### config.mk
export PLATFORM = sky130hd
export DESIGN_NAME = id_stage
export DESIGN_NICKNAME = d
export VERILOG_FILES = /design/src/verilog/rv_pkg.sv /design/src/verilog/id_stage.sv
export SDC_FILE = /design/constraint.sdc
export NUM_CORES = 1
export LEC_CHECK = 0
export BUFFER_PORTS_ARGS = -buffer_cell sky130_fd_sc_hd__buf_2
export CAP_MARGIN = 5
export CORE_MARGIN = 2
export CORE_UTILIZATION = 30
export DETAILED_ROUTE_END_ITERATION = 16
export SYNTH_ARGS = -nofsm -noshare
export SYNTH_HDL_FRONTEND = slang
export SYNTH_SLANG_ARGS = --single-unit
### constraint.sdc
create_clock -name clk -period 6.75 [get_ports clk]
set_clock_uncertainty 0.1 [all_clocks]
set_input_delay 1.35 -clock clk [delete_from_list [all_inputs] [get_ports clk]]
set_output_delay 1.35 -clock clk [all_outputs]
set_load 0.05 [all_outputs]
### src/verilog/rv_pkg.sv
// shared widths, opcodes and enums of the rv32i pipeline, pulled in by every RTL module
package rv_pkg;

    localparam int XLEN       = 32;
    localparam int REG_ADDR_W = 5;
    localparam int IMEM_WORDS = 64;
    localparam int IMEM_AW    = $clog2(IMEM_WORDS);
    localparam int DMEM_WORDS = 16;                  // indexed by address bits [5:2]
    localparam int DMEM_AW    = $clog2(DMEM_WORDS);

    localparam logic [XLEN-1:0] RESET_PC = '0;

    // rv32i major opcodes
    localparam logic [6:0] OPC_OP     = 7'b0110011;
    localparam logic [6:0] OPC_OP_IMM = 7'b0010011;
    localparam logic [6:0] OPC_LUI    = 7'b0110111;
    localparam logic [6:0] OPC_LOAD   = 7'b0000011;
    localparam logic [6:0] OPC_STORE  = 7'b0100011;
    localparam logic [6:0] OPC_BRANCH = 7'b1100011;
    localparam logic [6:0] OPC_JAL    = 7'b1101111;
    localparam logic [6:0] OPC_SYSTEM = 7'b1110011;

    localparam logic [31:0] NOP_INSTR = 32'h0000_0013;  // addi x0,x0,0

    typedef enum logic [2:0] {
        ALU_ADD,
        ALU_SUB,
        ALU_AND,
        ALU_OR,
        ALU_XOR,
        ALU_SLT,
        ALU_PASS_B       // lui
    } alu_op_e;

    typedef enum logic [2:0] {
        CLS_NONE,        // bubble
        CLS_ALU,
        CLS_LOAD,
        CLS_STORE,
        CLS_BRANCH,
        CLS_JAL,
        CLS_HALT
    } instr_class_e;

    typedef enum logic [1:0] {
        FWD_REG,
        FWD_MEM,
        FWD_WB
    } fwd_sel_e;

endpackage

### src/verilog/id_stage.sv
// decode stage: instruction decode, immediates, operand forwarding and the ID/EX register
`timescale 1ns/1ps
module id_stage import rv_pkg::*; (
    input  logic                  clk,
    input  logic                  rst_i,
    input  logic                  id_valid_i,
    input  logic [XLEN-1:0]       id_pc_i,
    input  logic [31:0]           id_instr_i,
    input  logic [XLEN-1:0]       rs1_data_i,
    input  logic [XLEN-1:0]       rs2_data_i,
    input  fwd_sel_e              fwd_a_sel_i,
    input  fwd_sel_e              fwd_b_sel_i,
    input  logic [XLEN-1:0]       mem_result_i,   // value headed for MEM
    input  logic [XLEN-1:0]       wb_data_i,      // value headed for WB
    input  logic                  stall_i,
    input  logic                  freeze_i,
    input  logic                  flush_i,
    output logic [REG_ADDR_W-1:0] rs1_addr_o,
    output logic [REG_ADDR_W-1:0] rs2_addr_o,
    output logic                  fetch_stop_o,
    output logic                  ex_valid_o,
    output instr_class_e          ex_class_o,
    output alu_op_e               ex_alu_op_o,
    output logic [XLEN-1:0]       ex_src1_o,
    output logic [XLEN-1:0]       ex_src2_o,
    output logic [REG_ADDR_W-1:0] ex_rd_o,
    output logic [XLEN-1:0]       ex_store_data_o,
    output logic [XLEN-1:0]       ex_pc_o,
    output logic [XLEN-1:0]       ex_imm_o,
    output logic [2:0]            ex_funct3_o
);
    logic [6:0]            opcode;
    logic [2:0]            funct3;
    instr_class_e          cls;
    alu_op_e               alu_op;
    alu_op_e               reg_op;
    logic [XLEN-1:0]       imm;
    logic [XLEN-1:0]       op_a, op_b;
    logic                  use_rs1, use_rs2, use_imm, writes_rd;

    assign opcode = id_instr_i[6:0];
    assign funct3 = id_instr_i[14:12];

    // shared funct3 map of register and immediate alu ops
    always_comb begin
        case (funct3)
            3'b111:  reg_op = ALU_AND;
            3'b110:  reg_op = ALU_OR;
            3'b100:  reg_op = ALU_XOR;
            3'b010:  reg_op = ALU_SLT;
            default: reg_op = ALU_ADD;
        endcase
    end

    always_comb begin
        cls       = CLS_ALU;        // unknown opcodes retire as a nop
        alu_op    = ALU_ADD;
        imm       = '0;
        use_rs1   = 1'b0;
        use_rs2   = 1'b0;
        use_imm   = 1'b1;
        writes_rd = 1'b0;
        case (opcode)
            OPC_OP: begin
                use_rs1   = 1'b1;
                use_rs2   = 1'b1;
                use_imm   = 1'b0;
                writes_rd = 1'b1;
                alu_op    = (funct3 == 3'b000 && id_instr_i[30]) ? ALU_SUB : reg_op;
            end
            OPC_OP_IMM: begin
                use_rs1   = 1'b1;
                writes_rd = 1'b1;
                alu_op    = reg_op;
                imm       = {{20{id_instr_i[31]}}, id_instr_i[31:20]};
            end
            OPC_LUI: begin
                writes_rd = 1'b1;
                alu_op    = ALU_PASS_B;
                imm       = {id_instr_i[31:12], 12'b0};
            end
            OPC_LOAD: begin
                cls       = CLS_LOAD;
                use_rs1   = 1'b1;
                writes_rd = 1'b1;
                imm       = {{20{id_instr_i[31]}}, id_instr_i[31:20]};
            end
            OPC_STORE: begin
                cls     = CLS_STORE;
                use_rs1 = 1'b1;
                use_rs2 = 1'b1;             // store data
                imm     = {{20{id_instr_i[31]}}, id_instr_i[31:25], id_instr_i[11:7]};
            end
            OPC_BRANCH: begin
                cls     = CLS_BRANCH;
                use_rs1 = 1'b1;
                use_rs2 = 1'b1;
                use_imm = 1'b0;
                imm     = {{19{id_instr_i[31]}}, id_instr_i[31], id_instr_i[7],
                           id_instr_i[30:25], id_instr_i[11:8], 1'b0};
            end
            OPC_JAL: begin
                cls       = CLS_JAL;
                writes_rd = 1'b1;
                imm       = {{11{id_instr_i[31]}}, id_instr_i[31], id_instr_i[19:12],
                             id_instr_i[20], id_instr_i[30:21], 1'b0};
            end
            OPC_SYSTEM: cls = CLS_HALT;
            default: ;
        endcase
    end

    // non-readers present x0 so no false hazard is seen
    assign rs1_addr_o   = (id_valid_i && use_rs1) ? id_instr_i[19:15] : '0;
    assign rs2_addr_o   = (id_valid_i && use_rs2) ? id_instr_i[24:20] : '0;
    assign fetch_stop_o = id_valid_i && cls == CLS_HALT;

    assign op_a = (fwd_a_sel_i == FWD_MEM) ? mem_result_i :
                  (fwd_a_sel_i == FWD_WB)  ? wb_data_i : rs1_data_i;
    assign op_b = (fwd_b_sel_i == FWD_MEM) ? mem_result_i :
                  (fwd_b_sel_i == FWD_WB)  ? wb_data_i : rs2_data_i;

    always_ff @(posedge clk) begin
        if (rst_i) begin
            ex_valid_o <= 1'b0;
            ex_class_o <= CLS_NONE;
            ex_rd_o    <= '0;
        end else if (!freeze_i) begin
            if (flush_i || stall_i || !id_valid_i) begin
                ex_valid_o <= 1'b0;          // bubble
                ex_class_o <= CLS_NONE;
                ex_rd_o    <= '0;
            end else begin
                ex_valid_o <= 1'b1;
                ex_class_o <= cls;
                ex_rd_o    <= writes_rd ? id_instr_i[11:7] : '0;
            end
        end
    end

    always_ff @(posedge clk) begin
        if (!freeze_i) begin
            ex_alu_op_o     <= alu_op;
            ex_src1_o       <= op_a;
            ex_src2_o       <= use_imm ? imm : op_b;
            ex_store_data_o <= op_b;
            ex_pc_o         <= id_pc_i;
            ex_imm_o        <= imm;
            ex_funct3_o     <= funct3;
        end
    end

endmodule

After elaboration in Yosys (flattened, before gate mapping) --
Index checks and enable logic that the tools add are counted. Widths: inputs -> output; s select.
Storage, ports and cells: logic and storage cells 59, output and inout bits 186, register bits after elaboration 175, input port bits 202
Operators by class: equality and inequality tests 17, reductions and logical operators 13, mux-type cells 19
Operators by type and width (count):
- $mux 32 | 5
- $pmux 32 s5 | 1
- $eq 7x6->1 const B | 3
- $eq 7x7->1 const B | 3
- $mux 5 | 4
- $pmux 3 s5 | 1
- $eq 3x3->1 const B | 4
- $pmux 3 s4 | 1
- $reduce_or 5->1 | 2
- $pmux 3 s3 | 1
- $eq 7x2->1 const B | 1
- $eq 7x5->1 const B | 1
- $mux 3 | 2
- $eq 2x1->1 const B | 2
- $eq 2x2->1 const B | 2
- $logic_and 1x1->1 | 4
- $mux 1 | 4
- $reduce_or 2->1 | 2
- $eq 3x2->1 const B | 1
- $logic_not 3->1 | 1
- $reduce_or 3->1 | 1
- $logic_or 1x1->1 | 2
- $logic_not 1->1 | 1

Longest topological paths before layout --
Gate-level depths: netlist (run 1).
depth in word-level cells 5, mapped depth 7, mapped depth without buffers 4

Least setup slack after synthesis (run 1) --
No wires, ideal clock.
path kind in2reg, from input port freeze_i, to register ex_alu_op_o[0], enable pin, library setup time 0.518 ns, setup slack 1.381 ns, arrival time 4.752 ns, cell stages on the path 2, path buffers 1, required time 6.132 ns, cell sequence clkbuf_1 inv_1
RTL lines:
- start: declaration | RTL line id_stage.sv:16 | input logic freeze_i,
- end signal: assignment | RTL line id_stage.sv:143 | ex_alu_op_o <= alu_op;
- end: declaration | RTL line id_stage.sv:23 | output alu_op_e ex_alu_op_o,
No word-level cell between the ends.

Final worst setup path (run 1) --
from input port id_instr_i[2], to output port rs1_addr_o[3]
Between the ends: cells in the longest elaborated chain, start to end 5, elaborated cells between the ends (all ways) 9, classes of those cells eq/ne (5); mux (2); reduce/logical (2)
Ends and longest elaborated chain:
- start: declaration | RTL line id_stage.sv:8 | input logic [31:0] id_instr_i,
- $eq 7x2->1 (tied with other cells) | RTL line id_stage.sv:63 | case (opcode)
- $reduce_or 5->1 (no source line) *
- $mux 1 * | RTL line id_stage.sv:63
- $logic_and 1x1->1 * | RTL line id_stage.sv:114 | assign rs1_addr_o = (id_valid_i && use_rs1) ? id_instr_i[19:15] : '0;
- $mux 5 * | RTL line id_stage.sv:114
- end: declaration | RTL line id_stage.sv:18 | output logic [REG_ADDR_W-1:0] rs1_addr_o,
Mark *: on every way between the ends. The rest lies on a longest branch, timed or not.

==> flow_summary.toml, run 1 <==
[sta]
hold_violations = 0
setup_viol = 0
final.setup.tns_ns = 0
worstMarginPinSlew_ns = 1.117
fin_crit_ns = 4.339
hold_slack_ns = 0.3675
fmax_mhz = 230.4
relSlewSlack = 0.2554
rsz0062_at_grt = "no"
fin_crit_sh = 0.6429
setup_slack_ns = 2.411
drv_slew = 0

[global_routing]
track_usage = 0.1798
grtUsageMet2 = 0.2775
grt_overflow = 0
antenna_found_initial = 4
grt_max_degree = 97
grt_pass1_wl_um = 39060
gr-usage-met3 = 0.04142
grtUsageMet1 = 0.2441
grt_pass1_vias = 6362
top_usage_layer = "met2"

[synthesis]
synth_compound_area_frac = 0.1149
yosysWarnings = 0
synth_area_per_cell_um2 = 12.93
yosys.area.top_type_share = 0.5921
synth_cells = 651
muxShareOfSynthArea = 0.1391
syn-cell-area_um2 = 8419
synthAdderAreaFrac = 0
synth.most_common_cell = "edfxtp_1"
synth_top_family_by_area = "multiplexers"
ys_top_cells_by_count = "166 x edfxtp_1, 102 x mux2i_1, 56 x a21oi_1"
synth_xor_area_frac = 0.001040
ys_seq_area_frac = 0.6135
yosys.area_share.simple = 0.1005
syn_nets = 853
ys_async_sr_fraction = 0
ys_ff_latch = 175
synthFlopType = "edfxtp_1"
yosysTopAreaCell = "edfxtp_1"
synth-edff-count = 166
synth_cell_type_count = 51
synthTopCellsByArea = "edfxtp_1 59%, mux2i_1 12%, a211oi_1 4.0%"

[routing]
wl_per_cell_um = 19.37
via_count = 6769
vias_per_cell = 4.794
drt_iter0_drc = 303
drc = 0
finalWirelength_um = 27360
antenna_left = 0
drtPass1Iterations = 5

[clock_network]
cts_tree = "done"
cts_sinks = 175
clkLatencyLatePin_ns = 0.44
postCtsSetupBuffers = 0
ctsRootBufferMaster = "clkbuf_16"
cts-buffers-inserted = 17
cts_buffer_depth = 2
clk_pin_slew_worst_paths_ns = 0.07
ctsResizeCount = 0
cts-htree-levels = 4
cts_hold_buf = 0

[power_and_ir_drop]
pwr-share-clk = 0.344
seq_power_share = 0.438
p_sw_w = 0.001021
internal-power_w = 0.001949
leakagePower_nw = 4.906
vdd_drop_max_mv = 0.1415
p_per_area_nw_per_um2 = 263.7
sw_frac_of_total = 0.3438
combPwrFrac = 0.217

[floorplanning]
io_pins = 388
fp.dieH_um = 171.5
dieArea_um2 = 29420
initial_core_util = 0.3039
row_count = 61
die_width_um = 171.5
core_um2 = 27710

[worst_setup_path]
cp-end-kind = "primary output"
path_class = "input port to primary output"
cp_data_arrival_time_ns = 2.89
path_max_fanout = 7
start_kind = "input port"
cp.required_ns = 5.30

[layout]
seqCellArea_um2 = 5165
fin_util = 0.4065
fin_nets = 1219
synthToLayoutAreaGrowth_pct = 33.78
drive_gt1_frac = 0.4388
fillCellCount = 2678
multi_input_area_um2 = 2993

[run_status]
status = "completed"

[job]
drv_cap = 0

[placement]
dp_slack_ns = 2.415
routabilityCongestion = 0.8985
numPortBuffers = 387
place_hpwl_um = 20640

[worst_hold_path]
hp-class = "register to register"
## state kept, by name (all words and copies together), names as in the netlist, 5 cells and up
signal and flops:
ex_imm_o 32, ex_store_data_o 32, ex_src2_o 32, ex_rd_o 5, ex_src1_o 32, ex_pc_o 32
## logic make-up after synthesis
logic type	count (synthesis)
mux	115
buf+inv	53
xor+xnor	1
simple gates	161
compound gates	146
flops	175
## power groups by stage
stage               logic, W  registers [W]  clock network, W
global route        0.000681        0.00131           0.00108
finish              0.000646        0.00130           0.00102
CTS                 0.000649        0.00130           0.00105
floorplan           0.000142        0.00163                 0
global placement    0.000645        0.00133                 0
detailed placement  0.000648        0.00133                 0
## through the flow
| stage | instance area, um2 | power (W) | cells |
|---|---|---|---|
| after floorplan | 8419 | 0.001773 | 651 |
| after global placement | 10650 | 0.001970 | 1376 |
| after detailed placement | 10650 | 0.001974 | 1376 |
| after CTS | 11250 | 0.002999 | 1408 |
| after global routing | 11260 | 0.003073 | 1411 |
| final | 11260 | 0.002970 | 1412 |
## worst max-delay path, stage by stage
cell and delay (ns):
buf_2 0.14, and4bb_2 0.40, nand2_1 0.10, a21oi_1 0.43, and2_1 0.20, buf_2 0.26
## path summary, 6_finish.rpt
check                             startpoint                         end  slack (ns)  depth (start not counted)
setup / recovery               id_instr_i[2]               rs1_addr_o[3]        2.41                          6
hold / removal    ex_class_o[2]$_SDFFE_PP0N_  ex_class_o[2]$_SDFFE_PP0N_        0.37                          2
setup reg to reg     ex_rd_o[4]$_SDFFE_PP0N_     ex_rd_o[4]$_SDFFE_PP0N_        6.04                          2
hold reg to reg   ex_class_o[2]$_SDFFE_PP0N_  ex_class_o[2]$_SDFFE_PP0N_        0.37                          2
## final cells by class
type                    count  area share
flip-flops and latches    175      0.4586
multi-input cells         423      0.2657
repair buffers            392      0.1757
well taps                 378     0.04199
clock buffers              17     0.03777
clock inverters            15     0.01622
inverters                   8    0.003110
diodes                      4   0.0008887
## layout by cell type, fill, tap and decap left out, drive strengths merged, types with 3 or more instances in the layout
master / n
mux2: 13
clkbuf: 17
nor2: 32
inv: 18
mux2i: 102
dfxtp: 9
a211oi: 46
o211ai: 6
a31oi: 20
buf: 392
clkinv: 4
and2: 11
a21oi: 57
nor2b: 47
nand2: 53
a22o: 4
nand4: 3
edfxtp: 166
nor3: 4
diode: 4
## per-layer routing
metal	wire length, um	part of all wire	vias up
met5	0	0	-
met1	11950	0.44	3226
li1	-	-	3225
met2	12780	0.47	278
met3	1888	0.069	40
met4	731	0.027	0
Power figures use the tool's default switching activity.
==> inputs of run 2 (changes only) <==
--- a/config.mk
+++ b/config.mk
@@ -5,6 +5,7 @@
 export SDC_FILE = /design/constraint.sdc
 export NUM_CORES = 1
 export LEC_CHECK = 0
+export ABC_AREA = 1
 export BUFFER_PORTS_ARGS = -buffer_cell sky130_fd_sc_hd__buf_2
 export CAP_MARGIN = 5
 export CORE_MARGIN = 2
==> constraint.sdc (replaced) <==
create_clock -name clk -period 3.8 [get_ports clk]
set_clock_uncertainty 0.1 [all_clocks]
set_input_delay 0.76 -clock clk [delete_from_list [all_inputs] [get_ports clk]]
set_output_delay 0.76 -clock clk [all_outputs]
set_load 0.05 [all_outputs]
==> flow_summary.toml, run 2 <==
[layout]
seqCellArea_um2 = 5165
fin_nets = 1330
drive_gt1_frac = 0.4219
fin_cells = 1479
multi_input_area_um2 = 2245
fillCellCount = 2668
final_common_cell = "buf_2"
synthToLayoutAreaGrowth_pct = 35.90
final_cell_mix = "387 x buf_2, 193 x nand2_1, 166 x edfxtp_1"

[clock_network]
ctsRootBufferMaster = "clkbuf_16"
clkLatencyLatePin_ns = 0.42
postCtsSetupBuffers = 0
cts-htree-levels = 4
cts_tree = "done"
cts_sinks = 175
clk_pin_slew_worst_paths_ns = 0.07
cts_buffer_depth = 2
cts-buffers-inserted = 17
cts_hold_buf = 0
ctsResizeCount = 0

[synthesis]
yosysTopAreaCell = "edfxtp_1"
synthTopCellsByArea = "edfxtp_1 63%, nand2_1 9.2%, o211ai_1 6.0%"
synth_cell_type_count = 29
ys_seq_area_frac = 0.6480
synth-edff-count = 166
synth.most_common_cell = "nand2_1"
ys_top_cells_by_count = "195 x nand2_1, 166 x edfxtp_1, 95 x inv_1"
ys_async_sr_fraction = 0
yosys.area.top_type_share = 0.6254
synth_area_per_cell_um2 = 10.63
yosysWarnings = 0
ys_ff_latch = 175
synth_cells = 750
synthFlopType = "edfxtp_1"
syn_nets = 952
syn-cell-area_um2 = 7970

[sta]
fmax_mhz = 319.4
hold_slack_ns = 0.3660
setup_slack_ns = 0.6691
final.setup.tns_ns = 0
fin_crit_sh = 0.8239
worstMarginPinSlew_ns = 1.097
hold_violations = 0
rsz0062_at_grt = "no"
setup_viol = 0
fin_crit_ns = 3.131
relSlewSlack = 0.2658
drv_slew = 0

[routing]
antenna_left = 0
drt_iter0_drc = 408
finalWirelength_um = 26660
drtPass1Iterations = 7
drc = 0
wl_per_cell_um = 18.03
vias_per_cell = 4.646
via_count = 6872

[placement]
place_hpwl_um = 20400
dp_slack_ns = 0.6480
routabilityCongestion = 0.8268
numPortBuffers = 387
dp_cells = 1444

[floorplanning]
initial_core_util = 0.3059
dieArea_um2 = 27890
io_pins = 388
row_count = 59
die_width_um = 167.0
fp.dieH_um = 167.0
core_um2 = 26060

[global_routing]
grt_max_degree = 95
grt_pass1_vias = 6559
grt_pass1_wl_um = 38900
grt_overflow = 0
track_usage = 0.1837
antenna_found_initial = 5

[worst_hold_path]
hp-class = "register to register"
min_from = "ex_class_o[1]$_SDFFE_PP0N_"

[power_and_ir_drop]
sw_frac_of_total = 0.3245
pwr-share-clk = 0.348
vdd_drop_max_mv = 0.2305
internal-power_w = 0.003501
leakagePower_nw = 4.972
p_sw_w = 0.001682
p_per_area_nw_per_um2 = 478.5
combPwrFrac = 0.206
seq_power_share = 0.446

[worst_setup_path]
path_max_fanout = 7
cp-end-kind = "primary output"
start_kind = "input port"
crit_path_start = "id_instr_i[3]"
cp_data_arrival_time_ns = 2.27
path_class = "input port to primary output"
reg2reg_from = "ex_rd_o[4]$_SDFFE_PP0N_"
cp.required_ns = 2.94

[job]
drv_cap = 0

[run_status]
status = "completed"
==> run 2: cell count changes after synthesis, moves of 11 or more <==
| cell | delta |
|---|---|
| o21ai_0 | +70 |
| and2_1 | -11 |
| mux2i_1 | -102 |
| a31oi_1 | -18 |
| o211ai_1 | +58 |
| nand3_1 | +11 |
| a211oi_1 | -45 |
| a21oi_1 | -46 |
| mux2_2 | -12 |
| nand2_2 | +24 |
| nand2_4 | +11 |
| nand2_1 | +144 |
| nor2b_1 | -46 |
| inv_1 | +87 |
==> run 2: area by class of cell <==
type                    instances  area share
clock inverters                14     0.01455
multi-input cells             438      0.2072
well taps                     335     0.03870
diodes                          4   0.0009241
clock buffers                  17     0.03927
repair buffers                393      0.1864
flip-flops and latches        175      0.4768
inverters                     103     0.03604
==> run 2: logic make-up after synthesis <==
family                 after synthesis  synth area share
AOI/OAI and AO/OA                  157            0.1201
buffers and inverters              137           0.07253
DFF                                175            0.6480
and+or+nand+nor                    281            0.1593
==> run 2: power by group through the flow <==
| stage | clock network [W] | registers (W) | logic (W) |
|---|---|---|---|
| after detailed placement | 0 | 0.00236 | 0.00107 |
| after global placement | 0 | 0.00235 | 0.00107 |
| after CTS | 0.00184 | 0.00232 | 0.00108 |
| after floorplan | 0 | 0.00290 | 0.000195 |
| final | 0.00180 | 0.00231 | 0.00107 |
| after global routing | 0.00192 | 0.00233 | 0.00112 |
==> run 2: critical path, cell delays in order <==
cell and delay, ns:
buf_2 0.11, nor2_1 0.13, nand2_2 0.13, inv_2 0.11, nand2_2 0.12, nand2_1 0.08
nand2_1 0.19, o21a_1 0.26, nor2_1 0.11, buf_2 0.27
==> run 2: path summary, 6_finish.rpt <==
check	end	slack, ns	depth (start not counted)
worst max-delay path	rs1_addr_o[0]	0.67	10
worst min-delay path	ex_class_o[1]$_SDFFE_PP0N_	0.37	2
worst min register to register	ex_class_o[1]$_SDFFE_PP0N_	0.37	2
worst max register to register	ex_rd_o[4]$_SDFFE_PP0N_	3.10	2
==> run 2: layer usage <==
layer,GRT usage,vias to the layer above,part of all wire
li1,-,3313,-
met1,0.2281,3239,0.41
met2,0.3108,289,0.50
met3,0.04848,29,0.073
met4,0.06147,2,0.019
met5,0,-,0.00045
==> run 2: metrics by stage <==
step / power, W / util / area [um2]
3_5_place_dp: 0.003431 / 0.3929 / 10240
3_3_place_gp: 0.003422 / 0.3929 / 10240
4_1_cts: 0.005231 / 0.4153 / 10820
2_1_floorplan: 0.003091 / - / 7995
5_1_grt: 0.005375 / 0.4157 / 10830
6_report: 0.005182 / 0.4157 / 10830
